==> src/common/dmm_tx_pkg.sv <==
`default_nettype none

package dmm_tx_pkg;

    //------------------------------------------------------------
    // widths
    //------------------------------------------------------------
    typedef logic [17:0] word_t;      // [17] header start, [16] end marker
    typedef logic [9:0]  addr_t;      // frame ram address
    typedef logic [4:0]  chn_type_t;
    typedef logic [2:0]  reg_off_t;   // apb word offset
    typedef logic [15:0] apb_data_t;
    typedef logic [31:0] slot_t;      // resend slot in clocks

    // channel type codes, anything else is an i/o channel
    localparam chn_type_t COM2_TYPE = 5'd2;
    localparam chn_type_t COM3_TYPE = 5'd3;
    localparam chn_type_t MPU_TYPE  = 5'd4;

    //------------------------------------------------------------
    // frame constants
    //------------------------------------------------------------
    localparam logic [15:0] COM_DATA_LEN   = 16'd256;
    localparam logic [15:0] IO_DATA_LEN    = 16'd64;
    localparam logic [15:0] HDR_OVERHEAD   = 16'd8;
    localparam logic [15:0] DATA_TYPE_WORD = 16'h0800;
    localparam int          HDR_WORDS      = 7;   // header words ahead of payload
    localparam int          RESEND_MAX     = 2;

    typedef struct packed {
        logic [15:0] run_cycle;
        logic [7:0]  dst_sta_num;
        logic [2:0]  dst_port0;
        logic [2:0]  dst_port1;
        logic [7:0]  master_slave_flag;
        chn_type_t   chn_type;
    } cfg_t;

    typedef struct packed {
        logic  wr_sel;    // frame envelope
        logic  port_sel;  // target channel
        logic  wr_en;
        word_t wr_data;
    } wr_port_t;

    typedef enum logic [2:0] {
        RUN_CYCLE = 3'd0,
        STA_NUM   = 3'd1,
        DST_PORTS = 3'd2,
        MS_FLAG   = 3'd3,
        CHN_TYPE  = 3'd4
    } reg_addr_e;

    typedef enum logic [1:0] {IDLE, HEADER, PAYLOAD} rd_state_e;

endpackage

`default_nettype wire

==> src/buffer/dmm_buffer_writer.sv <==
`default_nettype none

module dmm_buffer_writer #(
    parameter dmm_tx_pkg::addr_t BASE0_ADDR = 10'd0,
    parameter dmm_tx_pkg::addr_t BASE1_ADDR = 10'd512
) (
    input  logic                 clk_12_5m,
    input  logic                 rst_12_5m,
    input  dmm_tx_pkg::wr_port_t wr_port,
    output logic                 ram_we,
    output dmm_tx_pkg::addr_t    ram_waddr,
    output dmm_tx_pkg::word_t    ram_wdata,
    output logic [1:0]           wr_finish
);

    logic              sel_d1;       // wr_sel last cycle
    logic              chn_q;        // channel of current frame
    logic              frame_start;
    logic              frame_end;
    logic              wr_go;        // word accepted this cycle
    dmm_tx_pkg::addr_t wr_ptr;
    dmm_tx_pkg::addr_t cur_addr;

    assign frame_start = wr_port.wr_sel & ~sel_d1;
    assign frame_end   = ~wr_port.wr_sel & sel_d1;
    assign wr_go       = wr_port.wr_sel & wr_port.wr_en;

    // first cycle of a frame writes straight at the channel base
    assign cur_addr = frame_start ? (wr_port.port_sel ? BASE1_ADDR : BASE0_ADDR) : wr_ptr;

    always_ff @(posedge clk_12_5m or negedge rst_12_5m) begin
        if (!rst_12_5m) begin
            sel_d1    <= 1'b0;
            chn_q     <= 1'b0;
            wr_ptr    <= '0;
            ram_we    <= 1'b0;
            wr_finish <= 2'b00;
        end else begin
            sel_d1 <= wr_port.wr_sel;
            ram_we <= wr_go;
            if (frame_start) chn_q <= wr_port.port_sel;
            if (wr_go) begin
                wr_ptr <= cur_addr + 1'b1;   // step after each word
            end else if (frame_start) begin
                wr_ptr <= cur_addr;
            end
            // one pulse per frame, on the stored channel
            wr_finish <= frame_end ? (chn_q ? 2'b10 : 2'b01) : 2'b00;
        end
    end

    // write data path, one stage behind the port
    always_ff @(posedge clk_12_5m) begin
        ram_waddr <= cur_addr;
        ram_wdata <= wr_port.wr_data;
    end

    // a frame belongs to one channel only
    a_port_steady : assert property (
        @(posedge clk_12_5m) disable iff (!rst_12_5m)
        (wr_port.wr_sel && sel_d1) |-> $stable(wr_port.port_sel)
    );

endmodule

`default_nettype wire

==> config.mk <==
export PLATFORM = sky130hd
export DESIGN_NAME = dmm_buffer_writer
export DESIGN_NICKNAME = d
export VERILOG_FILES = /design/src/common/dmm_tx_pkg.sv /design/src/buffer/dmm_buffer_writer.sv
export SDC_FILE = /design/constraint.sdc
export NUM_CORES = 1
export LEC_CHECK = 0
export BUFFER_PORTS_ARGS = -buffer_cell sky130_fd_sc_hd__buf_2
export CORE_UTILIZATION = 34
export CTS_CLUSTER_DIAMETER = 150
export DETAILED_ROUTE_END_ITERATION = 6
export PLACE_DENSITY = 0.65
export SLEW_MARGIN = 10
export SYNTH_ARGS = -nofsm -noshare
export SYNTH_HDL_FRONTEND = slang
export SYNTH_SLANG_ARGS = --single-unit
==> constraint.sdc <==
create_clock -name clk_12_5m -period 2.09 [get_ports clk_12_5m]
set_input_delay 0.418 -clock clk_12_5m [delete_from_list [all_inputs] [get_ports clk_12_5m]]
set_output_delay 0.418 -clock clk_12_5m [all_outputs]
set_load 0.005 [all_outputs]
### After elaboration in Yosys (flattened, before gate mapping)

Cells that the tools add are included.

* bits of input ports: 23
* word-level logic and storage cells: 20
* bits in registers: 43

* reduce and logical (&&, ||, !) cells: 1
* multiplexer cells: 6
* add/sub/neg operators: 1
* bitwise gates (word level): 5

Operator list (count)
* 2-to-1 mux 10 bit: 4
* adder 10 x 1 -> 10 bit (second input constant): 1
* 2-to-1 mux 2 bit: 2
* AND 1 bit: 3
* NOT 1 bit: 2
* nonzero test 2 bit: 1

### Logic depth before layout (Yosys ltp)

Gate-level depths: netlist (run 1).

* depth in word-level cells: 5
* gate-level depth with buffers: 9
* mapped depth without buffers: 7

### Worst setup path before layout (run 1)

OpenSTA, ideal clock, no wires.

* path kind: input port to flip-flop
* from: in wr_port[20] in the netlist's numbering
* to: reg wr_ptr[8]
* required time: 1.965 ns
* buffers on the path: 2
* setup slack: 0.145 ns
* stages on the path: 9
* arrival time: 1.821 ns
* path through: buf_6 > or2b_2 > clkbuf_1 > and2_1 > ha_1 > nand2_1 > nor4_1 > xnor2_1 > nor2_1

* word-level cells in the longest chain between the ends: 4
* elaborated cells between the ends (all ways): 7
* classes of those cells: 1 x add/sub; 3 x mux; 2 x bitwise; 1 x reduce/logical

Ends and longest elaborated chain
* start, declared: RTL line dmm_buffer_writer.sv:9 `input dmm_tx_pkg::wr_port_t wr_port,`
* AND 1 bit: RTL line dmm_buffer_writer.sv:24 `assign frame_start = wr_port.wr_sel & ~sel_d1;`
* 2-to-1 mux 10 bit: RTL line dmm_buffer_writer.sv:29 `assign cur_addr = frame_start ? (wr_port.port_sel ? BASE1_ADDR : BASE0_ADDR) : wr_ptr;`
* via cur_addr[0]: RTL line dmm_buffer_writer.sv:22 `dmm_tx_pkg::addr_t cur_addr;`
* adder 10 x 1 -> 10 bit: RTL line dmm_buffer_writer.sv:43 `wr_ptr <= cur_addr + 1'b1;`
* 2-to-1 mux 10 bit: RTL line dmm_buffer_writer.sv:42 `if (wr_go) begin`
* end signal, assigned: RTL line dmm_buffer_writer.sv:43
* end signal, assigned: RTL line dmm_buffer_writer.sv:45 `wr_ptr <= cur_addr;`
* end, declared: RTL line dmm_buffer_writer.sv:21 `dmm_tx_pkg::addr_t wr_ptr;`

The timed path passes the listed nets, and every way through them passes these cells. The select of a mux whose other input is x is not followed.
A chain may end at the register's enable or synchronous reset.

### Final worst setup path (run 1)

* from: reg sel_d1
* to: reg wr_ptr[8]

* word-level cells in the longest chain between the ends: 5
* elaborated cells between the ends (all ways): 7
* classes of those cells: 1 x add/sub; 3 x mux; 2 x bitwise; 1 x reduce/logical

Ends and longest elaborated chain
* start, declared: RTL line dmm_buffer_writer.sv:16 `logic sel_d1;`
* start signal, assigned: RTL line dmm_buffer_writer.sv:39 `sel_d1 <= wr_port.wr_sel;`
* NOT 1 bit: RTL line dmm_buffer_writer.sv:24
* AND 1 bit: RTL line dmm_buffer_writer.sv:24
* 2-to-1 mux 10 bit: RTL line dmm_buffer_writer.sv:29
* via cur_addr[0]: RTL line dmm_buffer_writer.sv:22
* adder 10 x 1 -> 10 bit: RTL line dmm_buffer_writer.sv:43
* 2-to-1 mux 10 bit: RTL line dmm_buffer_writer.sv:42

The timed path passes the listed nets, and every way through them passes these cells. The select of a mux whose other input is x is not followed.

==> flow_metrics.tcl, run 1 <==
set metrics [dict create \
    antenna_violations_before_repair 0 \
    outcome "complete, no violations" \
    final_antenna_net_count 0 \
    hold_path.class "in -> async" \
    ys_types 26 \
    period_needed_ps 1836 \
    cts.sinks 43 \
    detail_route.wirelength_um 2235 \
    post_place_cells 200 \
    relSlewSlack_pct 75.19 \
    synthCells 101 \
    crit_fanout 8 \
    clock_tree.root_cell "sky130_fd_sc_hd__clkbuf_8" \
    largest_family_of_logic_cells_by_synthesized_area "simple AND/OR/NAND/NOR gates" \
    cp-start-kind "flop" \
    cp_data_required_time_ps 2260 \
    count_of_filler_cells_inserted_in_the_layout 351 \
    worst_setup_hold_path_clk_slew_ps 80 \
    drt-wirelength-per-cell_um 10.75 \
    syn_to_final_growth_pct 31.51 \
    timing.critical_path.to_type "flop" \
    grt_remaining_overflow 0 \
    ctsHoldBuffers 0 \
    cts_setup_buffers 0 \
    design.portCount 54 \
    track_usage_pct 13.23 \
    mappedNetlistNets 125 \
    diodes 0 \
    yosys.area_share.xor_xnor_pct 4.693 \
    finalHoldViolCount 0 \
    crit_path_start "sel_d1$_DFF_PN0_" \
    slew_viol_final 0 \
    yosysSeqAreaShare_pct 71.65 \
    cts-buffers-inserted 5 \
    global_route_wire_length_before_repair_um 3967 \
    pwr_density_cell_nw_per_um2 906.1 \
    static_power_due_to_leakage_nw 0.8438 \
    r2r_start "sel_d1$_DFF_PN0_" \
    grt_pass1_vias 921 \
    timing.critical_path.arrival_ps 2010 \
    fraction_of_final_layout_cells_with_drive_strength_greater_than_1_pct 43.75 \
    htreeDepth 2 \
    final_util_pct 46.92 \
    final_min_period_over_clock_period_pct 87.84 \
    max-cap-violations 0 \
    place_congestion 0.8684 \
    finish.cell_count_without_fillers 208 \
    fin_total_pwr_mw 1.557 \
    worst_ir_drop_on_vdd_mv 0.5061 \
    drt-initial-drc-count 19 \
    die_area_um2 4094 \
    yosys.area_share.adder_pct 0.9579 \
    num-nets-final 183 \
    via_count 896 \
    ys.warnings.count 0 \
    dp_slack_ps 130.8 \
    firstDrtPassIters 2 \
    floorplan.initialDensity_pct 35.68 \
    postSynthRegisterBits 43 \
    io_buffer_count 53 \
    setup-tns-final_ps 0 \
    clock_tree_from_tritoncts "built" \
    cts_resized 0 \
    regToRegSetupSlack_ps 250 \
    maximum_number_of_pins_on_one_net_before_global_route_repair 16 \
    fmaxAchievable_ghz 0.5447 \
    synthesis.area_um2 1306 \
    drt_drc_violations_left 0 \
    yosys.area_share.simple_pct 18.10 \
    grt_setup_unrepaired "false" \
    die_h_um 63.99 \
    clock-skew-final_ps 7.401 \
    placement_rows 22 \
    vias_per_cell 4.308 \
    synth_compound_gate_area_share_pct 1.149 \
    worst_skew_pair_later_pin_latency_ps 290 \
    dp_hpwl_um 1699 \
    critical_setup_path_kind "reg -> reg" \
    final-setup-viol-count 0 \
    synthesis.area_per_instance_um2 12.93 \
    fin_ws_ps 254.2 \
    yosys-mux-area-fraction_pct 1.724 \
    worst_pin_slew_ps 368.7 \
    fp.coreArea_um2 3661 \
    cts_max_path_buffers 2 \
    die_width_um 63.99 \
]
[logic make-up (layout without fill, tap and decap cells)]
| logic type | count (synthesis) | in the layout |
|---|---|---|
| and+or+nand+nor | 41 | 41 |
| buffers and inverters | 4 | 63 |
| muxes | 2 | 2 |
| AOI/OAI and AO/OA | 3 | 3 |
| DFF | 43 | 43 |
| xor gates and xnor gates | 7 | 7 |
| adders and majority gates | 1 | 1 |
[metrics by stage]
step	cell area [µm²]	hold slack (ps)
finish	1718	15.52
global route	1718	22.50
CTS	1718	14.21
detailed placement	1620	336.5
global placement	1620	339.2
floorplan	1306	122.4
[flip-flops by register name, summed over array words and instances, names as in the netlist]
register   flops
ram_wdata     18
ram_waddr     10
wr_ptr        10
wr_finish      2
chn_q          1
ram_we         1
sel_d1         1
[power breakdown]
part | switching, mW | total (mW) | leakage (nW) | internal, mW
clock network | 0.263 | 0.533 | 0.0517 | 0.270
registers | 0.0191 | 0.898 | 0.432 | 0.879
logic | 0.0601 | 0.125 | 0.360 | 0.0654
[per-layer routing]
layer  GRT usage (%)  up-vias  share of wire, %
met5               0        -                 0
met4           9.375        0               2.9
met3           5.179        7               4.6
met2           20.61       14                54
met1           14.68      431                38
li1                -      444                 -
[cell usage after synthesis]
| cell type | count | area [µm²] |
|---|---|---|
| sky130_fd_sc_hd__nor2b_2 | 1 | 8.760 |
| sky130_fd_sc_hd__or2b_2 | 1 | 8.760 |
| sky130_fd_sc_hd__and2_1 | 10 | 62.56 |
| sky130_fd_sc_hd__nor3_1 | 2 | 10.01 |
| sky130_fd_sc_hd__or2_4 | 1 | 8.760 |
| sky130_fd_sc_hd__a21oi_1 | 1 | 5.000 |
| sky130_fd_sc_hd__nor3_2 | 1 | 10.01 |
| sky130_fd_sc_hd__nand4_1 | 3 | 18.77 |
| sky130_fd_sc_hd__xor2_1 | 2 | 17.52 |
| sky130_fd_sc_hd__o21ai_0 | 2 | 10.01 |
| sky130_fd_sc_hd__buf_6 | 1 | 11.26 |
| sky130_fd_sc_hd__nor3b_1 | 1 | 7.510 |
| sky130_fd_sc_hd__dfxtp_1 | 28 | 560.5 |
| sky130_fd_sc_hd__xnor2_1 | 5 | 43.79 |
| sky130_fd_sc_hd__nor4_1 | 1 | 6.260 |
| sky130_fd_sc_hd__inv_1 | 1 | 3.750 |
| sky130_fd_sc_hd__nand3_1 | 3 | 15.01 |
| sky130_fd_sc_hd__or3_1 | 1 | 6.260 |
| sky130_fd_sc_hd__nor2_1 | 4 | 15.01 |
| sky130_fd_sc_hd__and3b_2 | 1 | 10.01 |
| sky130_fd_sc_hd__dfrtp_1 | 15 | 375.4 |
| sky130_fd_sc_hd__or3b_4 | 1 | 11.26 |
| sky130_fd_sc_hd__clkbuf_1 | 2 | 7.510 |
| sky130_fd_sc_hd__nand2_1 | 10 | 37.54 |
| sky130_fd_sc_hd__ha_1 | 1 | 12.51 |
| sky130_fd_sc_hd__mux2_2 | 2 | 22.52 |
[worst paths after layout]
path,endpoint,cells after the start
worst min register to register,wr_finish[0]$_DFF_PN0_,1
worst min-delay path,ram_we$_DFF_PN0_,1
min in group clk_12_5m,ram_wdata[13]$_DFF_P_,1
worst max register to register,wr_ptr[8]$_DFFE_PN0P_,7
worst max-delay path,wr_ptr[8]$_DFFE_PN0P_,7
max in group asynchronous,sel_d1$_DFF_PN0_,1
[worst max-delay path, cell delays in order (launching register included)]
cell and delay, ps:
sky130_fd_sc_hd__dfrtp_1 470, sky130_fd_sc_hd__or2b_2 170, sky130_fd_sc_hd__and2_1 180, sky130_fd_sc_hd__ha_1 190
sky130_fd_sc_hd__nand2_1 100, sky130_fd_sc_hd__nor4_1 380, sky130_fd_sc_hd__xnor2_1 170, sky130_fd_sc_hd__nor2_1 50
[cell type report]
cell class,instances,area (µm²),area share [%]
well taps,48,60.06,3.496
clock inverters,2,15.01,0.8740
clock buffers,6,82.58,4.807
inverters,1,3.754,0.2185
repair buffers,54,272.8,15.88
multi-input cells,54,347.8,20.25
flip-flops and latches,43,935.9,54.48
[cells in the final DEF (no fill, tap or decap), types with 2 or more instances in the layout]
cell	synthesis	layout
sky130_fd_sc_hd__and2_1	10	10
sky130_fd_sc_hd__buf_2	0	53
sky130_fd_sc_hd__clkbuf_8	0	6
sky130_fd_sc_hd__dfrtp_1	15	15
sky130_fd_sc_hd__dfxtp_1	28	28
sky130_fd_sc_hd__mux2_2	2	2
sky130_fd_sc_hd__nand2_1	10	10
sky130_fd_sc_hd__nand3_1	3	3
sky130_fd_sc_hd__nand4_1	3	3
sky130_fd_sc_hd__nor2_1	4	4
sky130_fd_sc_hd__nor3_1	2	2
sky130_fd_sc_hd__o21ai_0	2	2
sky130_fd_sc_hd__xnor2_1	5	5
sky130_fd_sc_hd__xor2_1	2	2
Note: power is estimated with default switching activity, not from simulation.
==> run 2, diff against run 1 <==
CAP_MARGIN = 30   (was default)
PLACE_DENSITY = default   (was 0.65)
==> flow_metrics.tcl, run 2 (synthesis results as in run 1) <==
set metrics [dict create \
    clock_tree.root_cell "sky130_fd_sc_hd__clkbuf_8" \
    num-nets-final 183 \
    cts.sinks 43 \
    grt_setup_unrepaired "false" \
    cp-start-kind "flop" \
    outcome "complete, no violations" \
    final_min_period_over_clock_period_pct 86.14 \
    critical_setup_path_kind "reg -> reg" \
    slew_viol_final 0 \
    layout_commonest_cell "sky130_fd_sc_hd__buf_2" \
    grt_pass1_vias 856 \
    layout_top_registers "ram_wdata (18), ram_waddr (10), wr_ptr (10)" \
    cts-buffers-inserted 5 \
    p_seq_share_pct 54.2 \
    max_ffs_per_register 18 \
    final_antenna_net_count 0 \
    firstDrtPassIters 4 \
    final_util_pct 47.37 \
    die_width_um 63.99 \
    diodes 0 \
    hold_path.class "in -> async" \
    io_buffer_count 53 \
    drt-wirelength-per-cell_um 10.88 \
    via_count 882 \
    pwr_density_cell_nw_per_um2 956.5 \
    r2r_start "sel_d1$_DFF_PN0_" \
    place_congestion 0.7839 \
    cts_setup_buffers 0 \
    track_usage_pct 13.01 \
    comb_power_share_pct 7.4 \
    period_needed_ps 1800 \
    worst_ir_drop_on_vdd_mv 0.6139 \
    largest_register "ram_wdata" \
    design.portCount 54 \
    syn_to_final_growth_pct 32.76 \
    drt_drc_violations_left 0 \
    final-setup-viol-count 0 \
    static_power_due_to_leakage_nw 0.8512 \
    ctsHoldBuffers 0 \
    cp_data_required_time_ps 2270 \
    place_area_um2 1620 \
    worst_skew_pair_later_pin_latency_ps 290 \
    timing.critical_path.arrival_ps 1980 \
    clock_power_share_pct 38.4 \
    worst_pin_slew_ps 338.8 \
    setup-tns-final_ps 0 \
    clock-skew-final_ps 7.148 \
    fmaxAchievable_ghz 0.5555 \
    finalHoldViolCount 0 \
    die_area_um2 4094 \
    regToRegSetupSlack_ps 290 \
    drt-initial-drc-count 25 \
    cts_resized 0 \
    crit_path_end "wr_ptr[8]$_DFFE_PN0P_" \
    worst_setup_hold_path_clk_slew_ps 80 \
    max-cap-violations 0 \
    global_route_wire_length_before_repair_um 3891 \
    swShare_pct 21.39 \
    timing.critical_path.to_type "flop" \
    antenna_violations_before_repair 0 \
    power.switching_mw 0.3548 \
    cts_max_path_buffers 2 \
    fraction_of_final_layout_cells_with_drive_strength_greater_than_1_pct 43.75 \
    clock_tree_from_tritoncts "built" \
    mostFrequentLayoutCells "sky130_fd_sc_hd__buf_2 (53), sky130_fd_sc_hd__dfxtp_1 (28), sky130_fd_sc_hd__dfrtp_1 (15), sky130_fd_sc_hd__and2_1 (10), sky130_fd_sc_hd__nand2_1 (10)" \
    design_area_um2 1734 \
    p_int_mw 1.304 \
    die_h_um 63.99 \
    worstReg2RegEnd "wr_ptr[8]$_DFFE_PN0P_" \
    vias_per_cell 4.240 \
    reg2reg_depth 7 \
    detail_route.wirelength_um 2262 \
    floorplan.initialDensity_pct 35.68 \
    placement_rows 22 \
    crit_path_start "sel_d1$_DFF_PN0_" \
    fp.coreArea_um2 3661 \
    relSlewSlack_pct 77.41 \
    htreeDepth 2 \
    grt_remaining_overflow 0 \
    crit_fanout 8 \
    maximum_number_of_pins_on_one_net_before_global_route_repair 16 \
]
run 2: cell count changes in the layout (fill, tap and decap cells not counted), sizes merged:
cell,before,now
bufinv,0,1
clkbuf,6,5
clkinv,1,0
inv,2,3
run 2: worst max-delay path: stages, from the launching register on:
cell and delay [ps]:
sky130_fd_sc_hd__dfrtp_1 500, sky130_fd_sc_hd__or2b_2 180, sky130_fd_sc_hd__and2_1 180, sky130_fd_sc_hd__ha_1 190, sky130_fd_sc_hd__nand2_1 90, sky130_fd_sc_hd__nor4_1 340
sky130_fd_sc_hd__xnor2_1 160, sky130_fd_sc_hd__nor2_1 50
run 2: metal layers:
layer  vias up  wire length (µm)  track usage, %
li1        441                 -               -
met1       408               940           14.69
met2        27              1120           20.08
met3         6               154           6.071
met4         0                46           7.386
met5         -                 0               0
run 2: cell type report:
type,count,area [µm²]
Sequential cell,43,935.9
Tap cell,48,60.06
Clock inverter,3,45.04
Clock buffer,5,68.82
Timing Repair Buffer,54,272.8
Fill cell,339,1927
Multi-Input combinational cell,54,347.8
Inverter,1,3.754
run 2: how the worst min path moves through the flow:
stage	startpoint	slack [ps]	cells past startpoint	end
after floorplan	rst_12_5m	120	0	chn_q$_DFFE_PN0P_
after global placement	rst_12_5m	340	1	wr_ptr[0]$_DFFE_PN0P_
after detailed placement	rst_12_5m	350	1	wr_ptr[1]$_DFFE_PN0P_
after CTS	rst_12_5m	20	1	wr_finish[0]$_DFF_PN0_
after global routing	rst_12_5m	30	1	chn_q$_DFFE_PN0P_
final	rst_12_5m	20	1	wr_ptr[8]$_DFFE_PN0P_
run 2: per-stage QoR:
stage / setup slack, ps / power (mW) / instances / hold slack, ps
after floorplan: 144.6 / 0.9712 / 101 / 122.4
after global placement: 247.7 / 1.039 / 200 / 343.7
after detailed placement: 186.5 / 1.042 / 200 / 345.9
after CTS: 290.2 / 1.685 / 208 / 19.38
after global routing: 111.8 / 1.745 / 208 / 33.67
final: 289.7 / 1.659 / 208 / 16.95
run 2: power groups by stage:
stage / clock network [mW] / logic [mW] / registers, mW
after CTS: 0.658 / 0.126 / 0.900
after detailed placement: 0 / 0.125 / 0.917
after global placement: 0 / 0.123 / 0.916
after floorplan: 0 / 0.0511 / 0.920
final: 0.637 / 0.123 / 0.899
after global routing: 0.697 / 0.142 / 0.906
==> run 3, diff against run 2 <==
ABC_AREA = 1   (was default)
==> flow_metrics.tcl, run 3 <==
set metrics [dict create \
    design_area_um2 1815 \
    vias_per_cell 4.088 \
    clock_tree.root_cell "sky130_fd_sc_hd__clkbuf_8" \
    grt_pass1_vias 1050 \
    htreeDepth 2 \
    cts_resized 0 \
    diodes 0 \
    crit_fanout 12 \
    finalHoldViolCount 0 \
    firstDrtPassIters 3 \
    grt_setup_unrepaired "false" \
    fin_total_pwr_mw 1.499 \
    synth.largest_area_cell "sky130_fd_sc_hd__dfxtp_1" \
    global_route_wire_length_before_repair_um 4312 \
    cp-start-kind "flop" \
    die_h_um 66.94 \
    die_area_um2 4481 \
    syn_to_final_growth_pct 26.61 \
    synth-edff-count 0 \
    io_buffer_count 53 \
    most_common_cell_in_the_netlist "sky130_fd_sc_hd__dfxtp_1" \
    placement_rows 23 \
    relSlewSlack_pct 75.97 \
    ys_types 22 \
    ys_top_cells_by_count "sky130_fd_sc_hd__dfxtp_1 (28), sky130_fd_sc_hd__inv_1 (23), sky130_fd_sc_hd__nand2_1 (18)" \
    regToRegSetupSlack_ps 410 \
    fp.coreArea_um2 4029 \
    max-cap-violations 0 \
    outcome "complete, no violations" \
    crit_path_start "sel_d1$_DFF_PN0_" \
    setup-tns-final_ps 0 \
    place_congestion 0.7240 \
    worst_skew_pair_later_pin_latency_ps 280 \
    yosysSeqAreaShare_pct 65.27 \
    critical_setup_path_kind "reg -> reg" \
    largest_register "ram_wdata" \
    worst_ir_drop_on_vdd_mv 0.4628 \
    track_usage_pct 13.67 \
    fraction_of_final_layout_cells_with_drive_strength_greater_than_1_pct 41.27 \
    clock_tree_from_tritoncts "built" \
    ctsHoldBuffers 0 \
    maximum_number_of_pins_on_one_net_before_global_route_repair 16 \
    ys.warnings.count 0 \
    final_antenna_net_count 0 \
    floorplan.initialDensity_pct 35.59 \
    worst_setup_hold_path_clk_slew_ps 80 \
    layout_commonest_cell "sky130_fd_sc_hd__buf_2" \
    drt-wirelength-per-cell_um 10.29 \
    worst_pin_slew_ps 360.5 \
    layout_top_registers "ram_wdata (18), ram_waddr (10), wr_ptr (10)" \
    hold_path.class "in -> async" \
    grt_remaining_overflow 0 \
    period_needed_ps 1680 \
    timing.critical_path.arrival_ps 1870 \
    final-setup-viol-count 0 \
    slew_viol_final 0 \
    cts-buffers-inserted 5 \
    antenna_violations_before_repair 0 \
    synthCells 130 \
    pwr_density_cell_nw_per_um2 825.8 \
    synth_top_cell_area_share_pct 39.09 \
    cts_setup_buffers 0 \
    r2r_start "sel_d1$_DFF_PN0_" \
    via_count 977 \
    cp_data_required_time_ps 2280 \
    clock-skew-final_ps 2.603 \
    max_ffs_per_register 18 \
    drt_drc_violations_left 0 \
    post_place_cells 231 \
    design.portCount 54 \
    synth_ff_type "sky130_fd_sc_hd__dfxtp_1" \
    synthesis.area_per_instance_um2 11.03 \
    synth_top_cells_by_area "sky130_fd_sc_hd__dfxtp_1 (39%), sky130_fd_sc_hd__dfrtp_1 (26%), sky130_fd_sc_hd__inv_1 (6.0%)" \
    timing.critical_path.to_type "flop" \
    mappedNetlistNets 154 \
    fmaxAchievable_ghz 0.5954 \
    die_width_um 66.94 \
    place_area_um2 1730 \
    cts_max_path_buffers 2 \
    drt-initial-drc-count 31 \
    dp_hpwl_um 1923 \
    detail_route.wirelength_um 2459 \
    worstReg2RegEnd "wr_ptr[8]$_DFFE_PN0P_" \
    mostFrequentLayoutCells "sky130_fd_sc_hd__buf_2 (53), sky130_fd_sc_hd__dfxtp_1 (28), sky130_fd_sc_hd__inv_1 (23), sky130_fd_sc_hd__nand2_1 (18), sky130_fd_sc_hd__dfrtp_1 (15)" \
    cts.sinks 43 \
    num-nets-final 212 \
    postSynthRegisterBits 43 \
    reg2reg_depth 10 \
    static_power_due_to_leakage_nw 0.9900 \
    finish.cell_count_without_fillers 239 \
    synthesis.area_um2 1434 \
    final_min_period_over_clock_period_pct 80.36 \
    async_flop_share_pct 34.88 \
]
## run 3: worst max-delay path: stages, from the launching register on
cell and delay, ps:
sky130_fd_sc_hd__dfrtp_1 390, sky130_fd_sc_hd__inv_2 80, sky130_fd_sc_hd__nand2_4 170, sky130_fd_sc_hd__nand2_1 90, sky130_fd_sc_hd__inv_1 80, sky130_fd_sc_hd__ha_1 160
sky130_fd_sc_hd__nand3_2 120, sky130_fd_sc_hd__nor3_4 260, sky130_fd_sc_hd__nand4_1 110, sky130_fd_sc_hd__nand2_1 80, sky130_fd_sc_hd__inv_1 30
## run 3: kinds of logic after synthesis
group	count (synthesis)	share of synthesized area (%)
flip-flops	43	65.27
adder cells (fa/ha/maj)	1	0.8725
AND/OR/NAND/NOR	52	21.55
buffers and inverters	28	9.163
AO/OA/AOI/OAI	2	0.6981
XOR/XNOR	4	2.443
## run 3: how the worst max path moves through the flow
| stage | endpoint | slack, ps | depth (start not counted) |
|---|---|---|---|
| floorplan | wr_ptr[8]$_DFFE_PN0P_ | 420 | 11 |
| global placement | wr_ptr[8]$_DFFE_PN0P_ | 280 | 10 |
| detailed placement | wr_ptr[8]$_DFFE_PN0P_ | 230 | 10 |
| CTS | wr_ptr[8]$_DFFE_PN0P_ | 390 | 10 |
| global route | wr_ptr[8]$_DFFE_PN0P_ | 250 | 11 |
| finish | wr_ptr[8]$_DFFE_PN0P_ | 410 | 10 |
## run 3: metal layers
layer  global-route usage, %  wire [µm]  vias up
met5                       0          0        -
met1                   16.03       1136      423
li1                        -          -      508
met2                   20.58       1083       44
met3                   6.336        215        2
met4                   7.181         23        0
## run 3: cell type report
class	instances	area, µm²
multi-input combinational	59	366.6
fill	405	2213
sequential	43	935.9
timing repair buffer	53	265.3
inverter	26	100.1
clock inverter	2	12.51
tap	50	62.56
clock buffer	6	72.57
## run 3: power by group
group	total, mW	switching [mW]	internal, mW
Clock	0.498	0.264	0.233
Sequential	0.886	0.0159	0.870
Combinational	0.115	0.0637	0.0515
Total	1.50	0.344	1.16
## run 3: through the flow
| step | setup slack, ps | utilization (%) | hold WS (ps) |
|---|---|---|---|
| after floorplan | 417.9 | - | 122.4 |
| after global placement | 283.2 | 42.95 | 345.6 |
| after detailed placement | 228.8 | 42.95 | 352.9 |
| after CTS | 388.6 | 45.06 | 31.36 |
| after global routing | 252.2 | 45.06 | 36.36 |
| final | 410.5 | 45.06 | 32.45 |
